<file path="src/source/int_core_defines.svh">
`ifndef INT_CORE_DEFINES_SVH
`define INT_CORE_DEFINES_SVH

// Data word width
`define INT_CORE_XLEN 32

// Architectural registers, r0 reads zero
`define INT_CORE_NREGS 32

`define INT_CORE_IN_DEPTH 4   // Instruction buffer, also upstream credits at reset
`define INT_CORE_RES_DEPTH 4  // Result buffer, also output and issue credits

`endif

</file>
<file path="src/source/int_core_pkg.sv">
`include "int_core_defines.svh"

package int_core_pkg;

    typedef logic [`INT_CORE_XLEN-1:0] word_t;
    typedef logic [$clog2(`INT_CORE_NREGS)-1:0] reg_addr_t;
    typedef logic [31:0] instr_t;

    // Major opcodes in instr[31:26]
    typedef enum logic [5:0] {
        OP_SPECIAL = 6'h00,
        OP_ADDI    = 6'h08,
        OP_ADDIU   = 6'h09,
        OP_SLTI    = 6'h0a,
        OP_SLTIU   = 6'h0b,
        OP_ANDI    = 6'h0c,
        OP_ORI     = 6'h0d,
        OP_XORI    = 6'h0e,
        OP_LUI     = 6'h0f
    } opcode_e;

    // SPECIAL function codes in instr[5:0]
    typedef enum logic [5:0] {
        FN_SLL  = 6'h00,
        FN_SRL  = 6'h02,
        FN_SRA  = 6'h03,
        FN_SLLV = 6'h04,
        FN_SRLV = 6'h06,
        FN_SRAV = 6'h07,
        FN_ADD  = 6'h20,
        FN_ADDU = 6'h21,
        FN_SUB  = 6'h22,
        FN_SUBU = 6'h23,
        FN_AND  = 6'h24,
        FN_OR   = 6'h25,
        FN_XOR  = 6'h26,
        FN_NOR  = 6'h27,
        FN_SLT  = 6'h2a,
        FN_SLTU = 6'h2b
    } funct_e;

    typedef enum logic [3:0] {
        ALU_ADDU = 4'b0000,
        ALU_SUBU = 4'b0001,
        ALU_AND  = 4'b0100,
        ALU_SLT  = 4'b0101,
        ALU_OR   = 4'b0110,
        ALU_SLTU = 4'b0111,
        ALU_NOR  = 4'b1000,
        ALU_XOR  = 4'b1001,
        ALU_ADD  = 4'b1110,  // Signed, overflow checked
        ALU_SUB  = 4'b1111
    } alu_op_e;

    typedef enum logic [1:0] {
        SH_LL = 2'b00,
        SH_RL = 2'b01,
        SH_RA = 2'b10
    } shift_op_e;

    typedef enum logic [1:0] {
        EXT_ZERO  = 2'b00,
        EXT_SIGN  = 2'b01,
        EXT_UPPER = 2'b10
    } imm_ext_e;

    typedef enum logic [1:0] {
        ST_OK      = 2'b00,
        ST_OVF     = 2'b01,
        ST_ILLEGAL = 2'b10
    } res_status_e;

endpackage

</file>
<file path="src/source/alu_execute.sv">
`timescale 1ns/1ns
`include "int_core_defines.svh"

module alu_execute (
    input  logic                      clk,
    input  logic                      rst_n,
    input  logic                      ex_valid,
    input  int_core_pkg::alu_op_e     ex_alu_op,
    input  int_core_pkg::shift_op_e   ex_shift_op,
    input  logic                      ex_is_shift,
    input  logic                      ex_shamt_var,
    input  logic                      ex_use_imm,
    input  int_core_pkg::word_t       ex_imm,
    input  logic [4:0]                ex_shamt,
    input  logic                      ex_of_check,
    input  int_core_pkg::reg_addr_t   ex_dest,
    input  logic                      ex_write,
    input  int_core_pkg::res_status_e ex_status,
    input  int_core_pkg::word_t       ex_rs_data,
    input  int_core_pkg::word_t       ex_rt_data,
    output logic                      wb_valid,
    output int_core_pkg::reg_addr_t   wb_dest,
    output int_core_pkg::word_t       wb_data,
    output logic                      wb_write,
    output int_core_pkg::res_status_e wb_status
);

    localparam int MSB = `INT_CORE_XLEN - 1;

    int_core_pkg::word_t op_b;
    int_core_pkg::word_t alu_res;
    int_core_pkg::word_t sh_res;
    logic [4:0]          sh_amt;
    logic                ovf;

    assign op_b   = ex_use_imm ? ex_imm : ex_rt_data;
    assign sh_amt = ex_shamt_var ? ex_rs_data[4:0] : ex_shamt;

    always_comb begin
        case (ex_alu_op)
            int_core_pkg::ALU_ADD, int_core_pkg::ALU_ADDU: alu_res = ex_rs_data + op_b;
            int_core_pkg::ALU_SUB, int_core_pkg::ALU_SUBU: alu_res = ex_rs_data - op_b;
            int_core_pkg::ALU_AND:  alu_res = ex_rs_data & op_b;
            int_core_pkg::ALU_OR:   alu_res = ex_rs_data | op_b;
            int_core_pkg::ALU_XOR:  alu_res = ex_rs_data ^ op_b;
            int_core_pkg::ALU_NOR:  alu_res = ~(ex_rs_data | op_b);
            int_core_pkg::ALU_SLT:
                alu_res = int_core_pkg::word_t'($signed(ex_rs_data) < $signed(op_b));
            int_core_pkg::ALU_SLTU: alu_res = int_core_pkg::word_t'(ex_rs_data < op_b);
            default:                alu_res = '0;
        endcase
    end

    // Shifts operate on rt
    always_comb begin
        case (ex_shift_op)
            int_core_pkg::SH_RL: sh_res = ex_rt_data >> sh_amt;
            int_core_pkg::SH_RA: sh_res = $signed(ex_rt_data) >>> sh_amt;
            default:             sh_res = ex_rt_data << sh_amt;
        endcase
    end

    // Result sign flips away from like-signed operands
    always_comb begin
        if (ex_alu_op == int_core_pkg::ALU_SUB)  // b counts negated
            ovf = (ex_rs_data[MSB] != op_b[MSB]) && (alu_res[MSB] != ex_rs_data[MSB]);
        else
            ovf = (ex_rs_data[MSB] == op_b[MSB]) && (alu_res[MSB] != ex_rs_data[MSB]);
        ovf = ovf && ex_of_check;
    end

    always_ff @(posedge clk) begin
        if (!rst_n)
            wb_valid <= 1'b0;
        else
            wb_valid <= ex_valid;
    end

    always_ff @(posedge clk) begin
        if (ex_valid) begin
            wb_dest   <= ex_dest;
            wb_data   <= ex_is_shift ? sh_res : alu_res;
            wb_write  <= ex_write && !ovf;  // Overflow drops the write
            wb_status <= ovf ? int_core_pkg::ST_OVF : ex_status;
        end
    end

    // Overflow rule above only fits the signed add and subtract
    a_of_check_op: assert property (@(posedge clk) disable iff (!rst_n)
        ex_valid && ex_of_check |->
            ex_alu_op inside {int_core_pkg::ALU_ADD, int_core_pkg::ALU_SUB});

endmodule

</file>
<file path="src/source/instr_decode.sv">
`timescale 1ns/1ns
`include "int_core_defines.svh"

module instr_decode (
    input  logic                      clk,
    input  logic                      rst_n,
    input  logic                      instr_valid,
    input  int_core_pkg::instr_t      instr,
    input  logic                      issue_credit,
    input  logic                      wr_en,
    input  int_core_pkg::reg_addr_t   wr_addr,
    input  int_core_pkg::word_t       rd_data_a,
    input  int_core_pkg::word_t       rd_data_b,
    output logic                      instr_credit,
    output int_core_pkg::reg_addr_t   rd_addr_a,
    output int_core_pkg::reg_addr_t   rd_addr_b,
    output logic                      ex_valid,
    output int_core_pkg::alu_op_e     ex_alu_op,
    output int_core_pkg::shift_op_e   ex_shift_op,
    output logic                      ex_is_shift,
    output logic                      ex_shamt_var,
    output logic                      ex_use_imm,
    output int_core_pkg::word_t       ex_imm,
    output logic [4:0]                ex_shamt,
    output logic                      ex_of_check,
    output int_core_pkg::reg_addr_t   ex_dest,
    output logic                      ex_write,
    output int_core_pkg::res_status_e ex_status,
    output int_core_pkg::word_t       ex_rs_data,
    output int_core_pkg::word_t       ex_rt_data
);

    localparam int IN_AW = $clog2(`INT_CORE_IN_DEPTH);
    localparam int CW    = $clog2(`INT_CORE_RES_DEPTH + 1);

    int_core_pkg::instr_t        buf_mem [`INT_CORE_IN_DEPTH];
    logic [IN_AW-1:0]            wr_ptr;  // Power of two depth, pointers wrap
    logic [IN_AW-1:0]            rd_ptr;
    logic [IN_AW:0]              buf_count;
    logic [CW-1:0]               credits;
    logic [`INT_CORE_NREGS-1:0]  pending;
    int_core_pkg::instr_t        head;
    int_core_pkg::alu_op_e       alu_op;
    int_core_pkg::shift_op_e     shift_op;
    int_core_pkg::imm_ext_e      imm_ext;
    int_core_pkg::res_status_e   status;
    int_core_pkg::reg_addr_t     dest;
    int_core_pkg::word_t         imm;
    logic is_shift, use_imm, of_check, write, illegal, hazard, issue;

    assign head      = buf_mem[rd_ptr];
    assign rd_addr_a = head[25:21];
    assign rd_addr_b = head[20:16];

    always_comb begin
        alu_op   = int_core_pkg::ALU_ADDU;
        shift_op = int_core_pkg::SH_LL;
        is_shift = 1'b0;
        use_imm  = 1'b1;
        of_check = 1'b0;
        imm_ext  = int_core_pkg::EXT_SIGN;
        dest     = head[20:16];  // Immediate forms write rt
        illegal  = 1'b0;
        case (head[31:26])
            int_core_pkg::OP_SPECIAL: begin
                use_imm  = 1'b0;
                dest     = head[15:11];
                is_shift = (head[5:3] == 3'b000);
                case (head[5:0])
                    int_core_pkg::FN_ADD: begin
                        alu_op   = int_core_pkg::ALU_ADD;
                        of_check = 1'b1;
                    end
                    int_core_pkg::FN_SUB: begin
                        alu_op   = int_core_pkg::ALU_SUB;
                        of_check = 1'b1;
                    end
                    int_core_pkg::FN_ADDU: alu_op = int_core_pkg::ALU_ADDU;
                    int_core_pkg::FN_SUBU: alu_op = int_core_pkg::ALU_SUBU;
                    int_core_pkg::FN_AND:  alu_op = int_core_pkg::ALU_AND;
                    int_core_pkg::FN_OR:   alu_op = int_core_pkg::ALU_OR;
                    int_core_pkg::FN_XOR:  alu_op = int_core_pkg::ALU_XOR;
                    int_core_pkg::FN_NOR:  alu_op = int_core_pkg::ALU_NOR;
                    int_core_pkg::FN_SLT:  alu_op = int_core_pkg::ALU_SLT;
                    int_core_pkg::FN_SLTU: alu_op = int_core_pkg::ALU_SLTU;
                    int_core_pkg::FN_SLL, int_core_pkg::FN_SLLV: shift_op = int_core_pkg::SH_LL;
                    int_core_pkg::FN_SRL, int_core_pkg::FN_SRLV: shift_op = int_core_pkg::SH_RL;
                    int_core_pkg::FN_SRA, int_core_pkg::FN_SRAV: shift_op = int_core_pkg::SH_RA;
                    default: illegal = 1'b1;
                endcase
            end
            int_core_pkg::OP_ADDI: begin
                alu_op   = int_core_pkg::ALU_ADD;
                of_check = 1'b1;
            end
            int_core_pkg::OP_ADDIU: alu_op = int_core_pkg::ALU_ADDU;
            int_core_pkg::OP_SLTI:  alu_op = int_core_pkg::ALU_SLT;
            int_core_pkg::OP_SLTIU: alu_op = int_core_pkg::ALU_SLTU;
            int_core_pkg::OP_ANDI: begin
                alu_op  = int_core_pkg::ALU_AND;
                imm_ext = int_core_pkg::EXT_ZERO;
            end
            int_core_pkg::OP_ORI: begin
                alu_op  = int_core_pkg::ALU_OR;
                imm_ext = int_core_pkg::EXT_ZERO;
            end
            int_core_pkg::OP_XORI: begin
                alu_op  = int_core_pkg::ALU_XOR;
                imm_ext = int_core_pkg::EXT_ZERO;
            end
            int_core_pkg::OP_LUI: imm_ext = int_core_pkg::EXT_UPPER;  // rs is r0
            default: illegal = 1'b1;
        endcase
        // All-zero NOP decodes as SLL into r0
        write  = !illegal;
        status = illegal ? int_core_pkg::ST_ILLEGAL : int_core_pkg::ST_OK;
        if (illegal)
            dest = '0;
        case (imm_ext)
            int_core_pkg::EXT_SIGN:  imm = {{16{head[15]}}, head[15:0]};
            int_core_pkg::EXT_UPPER: imm = {head[15:0], 16'h0000};
            default:                 imm = {16'h0000, head[15:0]};
        endcase
    end

    // Conservative, rs and rt both checked even when unused
    assign hazard = pending[rd_addr_a] | pending[rd_addr_b] | pending[dest];
    assign issue  = (buf_count != '0) && (credits != '0) && !hazard;

    always_ff @(posedge clk) begin
        if (instr_valid)
            buf_mem[wr_ptr] <= instr;
    end

    always_ff @(posedge clk) begin
        if (!rst_n) begin
            wr_ptr       <= '0;
            rd_ptr       <= '0;
            buf_count    <= '0;
            credits      <= CW'(`INT_CORE_RES_DEPTH);
            pending      <= '0;
            instr_credit <= 1'b0;
            ex_valid     <= 1'b0;
        end else begin
            if (instr_valid)
                wr_ptr <= wr_ptr + 1'b1;
            if (issue)
                rd_ptr <= rd_ptr + 1'b1;
            case ({instr_valid, issue})
                2'b10:   buf_count <= buf_count + 1'b1;
                2'b01:   buf_count <= buf_count - 1'b1;
                default: buf_count <= buf_count;
            endcase
            case ({issue, issue_credit})
                2'b10:   credits <= credits - 1'b1;
                2'b01:   credits <= credits + 1'b1;
                default: credits <= credits;
            endcase
            if (wr_en)
                pending[wr_addr] <= 1'b0;
            if (issue && write && dest != '0)
                pending[dest] <= 1'b1;
            instr_credit <= issue;  // Slot freed
            ex_valid     <= issue;
        end
    end

    always_ff @(posedge clk) begin
        if (issue) begin
            ex_alu_op    <= alu_op;
            ex_shift_op  <= shift_op;
            ex_is_shift  <= is_shift;
            ex_shamt_var <= is_shift && head[2];  // SLLV, SRLV, SRAV
            ex_use_imm   <= use_imm;
            ex_imm       <= imm;
            ex_shamt     <= head[10:6];
            ex_of_check  <= of_check;
            ex_dest      <= dest;
            ex_write     <= write;
            ex_status    <= status;
            ex_rs_data   <= rd_data_a;
            ex_rt_data   <= rd_data_b;
        end
    end

    a_no_push_when_full: assert property (@(posedge clk) disable iff (!rst_n)
        !(instr_valid && buf_count == `INT_CORE_IN_DEPTH));

    a_credit_bound: assert property (@(posedge clk) disable iff (!rst_n)
        credits <= `INT_CORE_RES_DEPTH);

endmodule

</file>
<file path="src/source/int_core.sv">
`timescale 1ns/1ns

module int_core (
    input  logic                      clk,
    input  logic                      rst_n,
    input  logic                      instr_valid,
    input  int_core_pkg::instr_t      instr,
    output logic                      instr_credit,
    output logic                      res_valid,
    output int_core_pkg::reg_addr_t   res_dest,
    output int_core_pkg::word_t       res_data,
    output int_core_pkg::res_status_e res_status,
    input  logic                      res_credit
);

    // Decode to execute
    logic                      ex_valid;
    int_core_pkg::alu_op_e     ex_alu_op;
    int_core_pkg::shift_op_e   ex_shift_op;
    logic                      ex_is_shift;
    logic                      ex_shamt_var;
    logic                      ex_use_imm;
    int_core_pkg::word_t       ex_imm;
    logic [4:0]                ex_shamt;
    logic                      ex_of_check;
    int_core_pkg::reg_addr_t   ex_dest;
    logic                      ex_write;
    int_core_pkg::res_status_e ex_status;
    int_core_pkg::word_t       ex_rs_data;
    int_core_pkg::word_t       ex_rt_data;

    // Execute to result
    logic                      wb_valid;
    int_core_pkg::reg_addr_t   wb_dest;
    int_core_pkg::word_t       wb_data;
    logic                      wb_write;
    int_core_pkg::res_status_e wb_status;

    // Register file ports, scoreboard release and issue credits
    int_core_pkg::reg_addr_t   rd_addr_a;
    int_core_pkg::reg_addr_t   rd_addr_b;
    int_core_pkg::word_t       rd_data_a;
    int_core_pkg::word_t       rd_data_b;
    logic                      wr_en;
    int_core_pkg::reg_addr_t   wr_addr;
    logic                      issue_credit;

    instr_decode instr_decode_inst (.*);

    alu_execute alu_execute_inst (.*);

    result_writeback result_writeback_inst (.*);

endmodule

</file>
<file path="src/source/result_writeback.sv">
`timescale 1ns/1ns
`include "int_core_defines.svh"

module result_writeback (
    input  logic                      clk,
    input  logic                      rst_n,
    input  logic                      wb_valid,
    input  int_core_pkg::reg_addr_t   wb_dest,
    input  int_core_pkg::word_t       wb_data,
    input  logic                      wb_write,
    input  int_core_pkg::res_status_e wb_status,
    input  int_core_pkg::reg_addr_t   rd_addr_a,
    input  int_core_pkg::reg_addr_t   rd_addr_b,
    input  logic                      res_credit,
    output int_core_pkg::word_t       rd_data_a,
    output int_core_pkg::word_t       rd_data_b,
    output logic                      wr_en,
    output int_core_pkg::reg_addr_t   wr_addr,
    output logic                      res_valid,
    output int_core_pkg::reg_addr_t   res_dest,
    output int_core_pkg::word_t       res_data,
    output int_core_pkg::res_status_e res_status,
    output logic                      issue_credit
);

    localparam int RES_AW = $clog2(`INT_CORE_RES_DEPTH);
    localparam int CW     = $clog2(`INT_CORE_RES_DEPTH + 1);

    int_core_pkg::word_t       regs     [`INT_CORE_NREGS];
    int_core_pkg::reg_addr_t   q_dest   [`INT_CORE_RES_DEPTH];
    int_core_pkg::word_t       q_data   [`INT_CORE_RES_DEPTH];
    int_core_pkg::res_status_e q_status [`INT_CORE_RES_DEPTH];
    logic [RES_AW-1:0]         q_wr;
    logic [RES_AW-1:0]         q_rd;
    logic [RES_AW:0]           q_count;
    logic [CW-1:0]             out_credits;
    logic                      pop;

    // r0 is never written and always reads zero
    always_ff @(posedge clk) begin
        if (wb_valid && wb_write && wb_dest != '0)
            regs[wb_dest] <= wb_data;
    end

    assign rd_data_a = (rd_addr_a == '0) ? '0 : regs[rd_addr_a];
    assign rd_data_b = (rd_addr_b == '0) ? '0 : regs[rd_addr_b];

    // Retires the destination even when overflow dropped the write
    assign wr_en   = wb_valid && wb_dest != '0;
    assign wr_addr = wb_dest;

    always_ff @(posedge clk) begin
        if (wb_valid) begin
            q_dest[q_wr]   <= wb_dest;
            q_data[q_wr]   <= wb_data;
            q_status[q_wr] <= wb_status;
        end
    end

    assign pop          = (q_count != '0) && (out_credits != '0);
    assign res_valid    = pop;
    assign res_dest     = q_dest[q_rd];
    assign res_data     = q_data[q_rd];
    assign res_status   = q_status[q_rd];
    assign issue_credit = pop;  // Entry freed for decode

    always_ff @(posedge clk) begin
        if (!rst_n) begin
            q_wr        <= '0;
            q_rd        <= '0;
            q_count     <= '0;
            out_credits <= CW'(`INT_CORE_RES_DEPTH);
        end else begin
            if (wb_valid)
                q_wr <= q_wr + 1'b1;
            if (pop)
                q_rd <= q_rd + 1'b1;
            case ({wb_valid, pop})
                2'b10:   q_count <= q_count + 1'b1;
                2'b01:   q_count <= q_count - 1'b1;
                default: q_count <= q_count;
            endcase
            case ({pop, res_credit})
                2'b10:   out_credits <= out_credits - 1'b1;
                2'b01:   out_credits <= out_credits + 1'b1;
                default: out_credits <= out_credits;
            endcase
        end
    end

    // Decode reserves an entry per issue, so a full buffer has nothing in flight
    a_no_overflow: assert property (@(posedge clk) disable iff (!rst_n)
        wb_valid |-> q_count < `INT_CORE_RES_DEPTH);

    a_out_credit_bound: assert property (@(posedge clk) disable iff (!rst_n)
        out_credits <= `INT_CORE_RES_DEPTH);

endmodule
</file>
<file path="config.mk">
export PLATFORM = sky130hd
export DESIGN_NAME = int_core
export DESIGN_NICKNAME = d
export VERILOG_FILES = /design/src/source/int_core_pkg.sv /design/src/source/alu_execute.sv /design/src/source/instr_decode.sv /design/src/source/int_core.sv /design/src/source/result_writeback.sv
export VERILOG_INCLUDE_DIRS = /design/src /design/src/source
export SDC_FILE = /design/constraint.sdc
export NUM_CORES = 2
export LEC_CHECK = 0
export BUFFER_PORTS_ARGS = -buffer_cell sky130_fd_sc_hd__clkbuf_2
export CAP_MARGIN = 15
export CORE_MARGIN = 2
export CORE_UTILIZATION = 43
export DETAILED_ROUTE_END_ITERATION = 10
export HOLD_SLACK_MARGIN = 0.15
export PLACE_DENSITY = 0.58
export SYNTH_ARGS = -nofsm -noshare
export SYNTH_HDL_FRONTEND = slang
export SYNTH_HIERARCHICAL = 1
export SYNTH_SLANG_ARGS = --single-unit
</file>
<file path="constraint.sdc">
create_clock -name clk -period 20.1 [get_ports clk]
set_input_delay 4.02 -clock clk [delete_from_list [all_inputs] [get_ports clk]]
set_output_delay 4.02 -clock clk [all_outputs]
set_load 0.01 [all_outputs]
</file>
==> run metrics <==
outcome finished, final reports clean; crit-path max FO 23; CORE AREA 178000 µm²; Startpoint Class register; sum of negative setup slack 0 ns; metal2 WL 116000 µm; initial DRC count 6356; Rel. slew slack 0.104; clock latency on the worst-skew pair 0.82 ns; YS warnings 6; I/O Buffers 76; initial antenna violation count 13; RSZ-0062 raised after global routing no; Worst Path Arrival 2.90 ns; post-synthesis mux area share 0.216; switching power total 0.00559 W; Max rail drop VDD 0.148 mV; FF-to-FF path depth 16; Reg power frac 0.330; Pleak 27.9 nW; final hold vios 0; final critical-path required period 6.92 ns; Clock Sinks 1524; compound-gate portion of the synthesized area 0.0889; CTS Hold Buffers Added 0; IO Count 77; Max Freq 0.145 GHz; Distinct cells, synth 104; sw frac 0.413; Die Span X 426 µm; Rows 155; post-synthesis adder-cell area fraction 0.0201; Synth Area in XOR/XNOR 0.00468; Comb power frac 0.454; sequential-to-total area share from yosys stat 0.589; Starting Density 0.432; nets 5085; WL final 253000 µm; WL per Instance 34.1 µm; htree depth 4; Post-Synth Simple-Gate Area 0.0472; setup bufs post-CTS 0; first-pass GRT wire length 356000 µm; Layout area overhead 10.6%; fin cells 7412; Max stage delay on crit path 0.77 ns; clock skew 0.0612 ns; Pins Over Slew Limit 0; Post-Syn Instances 4865; Via-to-Cell Ratio 6.54; Post-Syn Area per Cell 15.8 µm²; Post-DRT Antenna Nets 0; all-layer global routing usage 0.276; via count 48500; drt pass-1 iters 6; post-CTS sizing 0; HP Class reg2reg; Post-DP HPWL 154000 µm; fin crit share 0.344; Max Cap Viol 0; Clock power frac 0.216; vias in the first global route 47600; # setup viols final 0; Primary FF master, synth edfxtp_1; routability cong. 0.959; GRT overflow 0; largest family of logic cells by synthesized area multiplexers; Post-synth EDFFs 1466; wire length on met3 23400 µm; PD cells 159 nW/µm²; mapped cell area 76800 µm²; critical path class reg2out; Placed Instances 7119; Die Ht 426 µm; P_int 0.00794 W; CTS tree built; drt drc 0; CP Cell Sequence buf_4, mux4_2, clkbuf_2; Root Driver clkbuf_16; Top Metal Used met5; Die Area 182000 µm²; M1 WL 102000 µm; ys async rst share 0; largest net degree at the start of global routing 107; Tightest Pin Transition 1.34 ns; slowest stage cell, crit path dfxtp_2; worst hold stages 0; share of layout cells above drive strength 1 0.242; Synth Register Bits 1524; Worst setup EP type primary output; Req. time, crit path 16.08 ns; clock-pin slew on the worst setup and hold paths 0.06 ns; CTS Buf Count 162; Max clock buf depth 3
[power by group through the flow]
| stage | combinational [W] | clock [W] | sequential, W |
|---|---|---|---|
| floorplan | 0.00401 | 0 | 0.00444 |
| global placement | 0.00603 | 0 | 0.00451 |
| detailed placement | 0.00603 | 0 | 0.00452 |
| CTS | 0.00606 | 0.00297 | 0.00445 |
| global route | 0.00651 | 0.00309 | 0.00448 |
| finish | 0.00615 | 0.00293 | 0.00447 |
[worst paths after layout]
kind                           startpoint                              to  slack (ns)
max                              register                     res_dest[0]       13.18
min          instr_decode_inst/ex_dest[2]     alu_execute_inst/wb_dest[2]        0.42
max reg2reg                      register  instr_decode_inst/buf_count[2]       13.83
min reg2reg  instr_decode_inst/ex_dest[2]     alu_execute_inst/wb_dest[2]        0.42
[registers in the layout (all words and copies together), names as in the netlist, 3 cells and up, named ones only]
name	flops
alu_execute_inst/wb_data	32
alu_execute_inst/wb_dest	5
instr_decode_inst/buf_count	3
instr_decode_inst/buf_mem	128
instr_decode_inst/credits	3
instr_decode_inst/ex_alu_op	4
instr_decode_inst/ex_dest	5
instr_decode_inst/ex_imm	32
instr_decode_inst/ex_rs_data	32
instr_decode_inst/ex_rt_data	32
instr_decode_inst/ex_shamt	5
instr_decode_inst/pending	32
result_writeback_inst/out_credits	3
result_writeback_inst/q_count	3
result_writeback_inst/q_data	128
result_writeback_inst/q_dest	20
result_writeback_inst/q_status	8
result_writeback_inst/regs	1024
[critical path, delay by kind of cell, from the launching register on]
kind	cells	cell delay [ns]
buf+inv	2	0.69
mux	1	0.60
flops	1	0.77
[stage by stage]
stage	setup slack [ns]	util	cell area [µm²]	power, W	hold WS [ns]
detailed placement	13.73	0.448	79700	0.0105	0.407
floorplan	13.27	-	76900	0.00844	0.400
global placement	13.74	0.448	79700	0.0105	0.401
global route	12.99	0.477	84900	0.0141	0.424
CTS	13.07	0.477	84900	0.0135	0.419
finish	13.18	0.478	84900	0.0135	0.418
[cell usage in the layout, fill, tap and decap left out, types with 17 or more instances in the layout]
master     instances
o31ai_1           21
mux2i_1          290
a311oi_1          66
clkbuf_1          31
clkinv_1          29
nand3_1           41
nor2_4            33
nor3_1            36
conb_1            33
ha_1             114
a221oi_1          82
edfxtp_1        1466
nand2b_1          24
o211ai_1          37
o2111ai_1         21
a21oi_1          135
nand2_1          218
clkbuf_2          76
a211oi_1          73
o21ai_0          161
xnor2_1           24
buf_4            164
mux2_2            75
dfxtp_1           54
inv_1            117
or3_1             19
clkbuf_16        165
a31oi_1           28
nor2b_1           77
xor2_1            17
o21ai_1          131
nor2_1           164
nand4_1           18
and2_1            39
clkinv_2          30
mux4_2           560
a22oi_1           76
[Yosys cell counts (95+ instances only)]
| cell | number | area [µm²] |
|---|---|---|
| a21oi_1 | 136 | 681 |
| buf_2 | 95 | 475 |
| clkbuf_1 | 151 | 567 |
| edfxtp_1 | 1466 | 44000 |
| ha_1 | 114 | 1430 |
| inv_1 | 118 | 443 |
| mux2i_1 | 294 | 2940 |
| mux4_2 | 566 | 12700 |
| nand2_1 | 218 | 818 |
| nor2_1 | 195 | 732 |
| o21ai_0 | 161 | 806 |
| o21ai_1 | 131 | 656 |
[layer usage]
| metal | vias to the layer above | global-route usage |
|---|---|---|
| li1 | 20000 | - |
| met1 | 25300 | 0.384 |
| met2 | 2625 | 0.425 |
| met3 | 496 | 0.0528 |
| met4 | 4 | 0.116 |
| met5 | - | 0 |
[cells by family after synthesis]
family,Yosys count
compound gates,994
xor+xnor,41
fa+ha+maj,120
buf+inv,503
flops,1524
mux,940
other cells,2
simple gates,741
[cell type report]
| class | instances | area [µm²] |
|---|---|---|
| Tap cell | 2355 | 2950 |
| Timing Repair Buffer | 243 | 1670 |
| Clock inverter | 92 | 891 |
| Multi-Input combinational cell | 2869 | 29500 |
| Inverter | 129 | 493 |
| Antenna cell | 2 | 5.00 |
| Clock buffer | 198 | 4270 |
| Sequential cell | 1524 | 45200 |
| Fill cell | 15000 | 92900 |
Note: power is estimated with default switching activity, not from simulation.
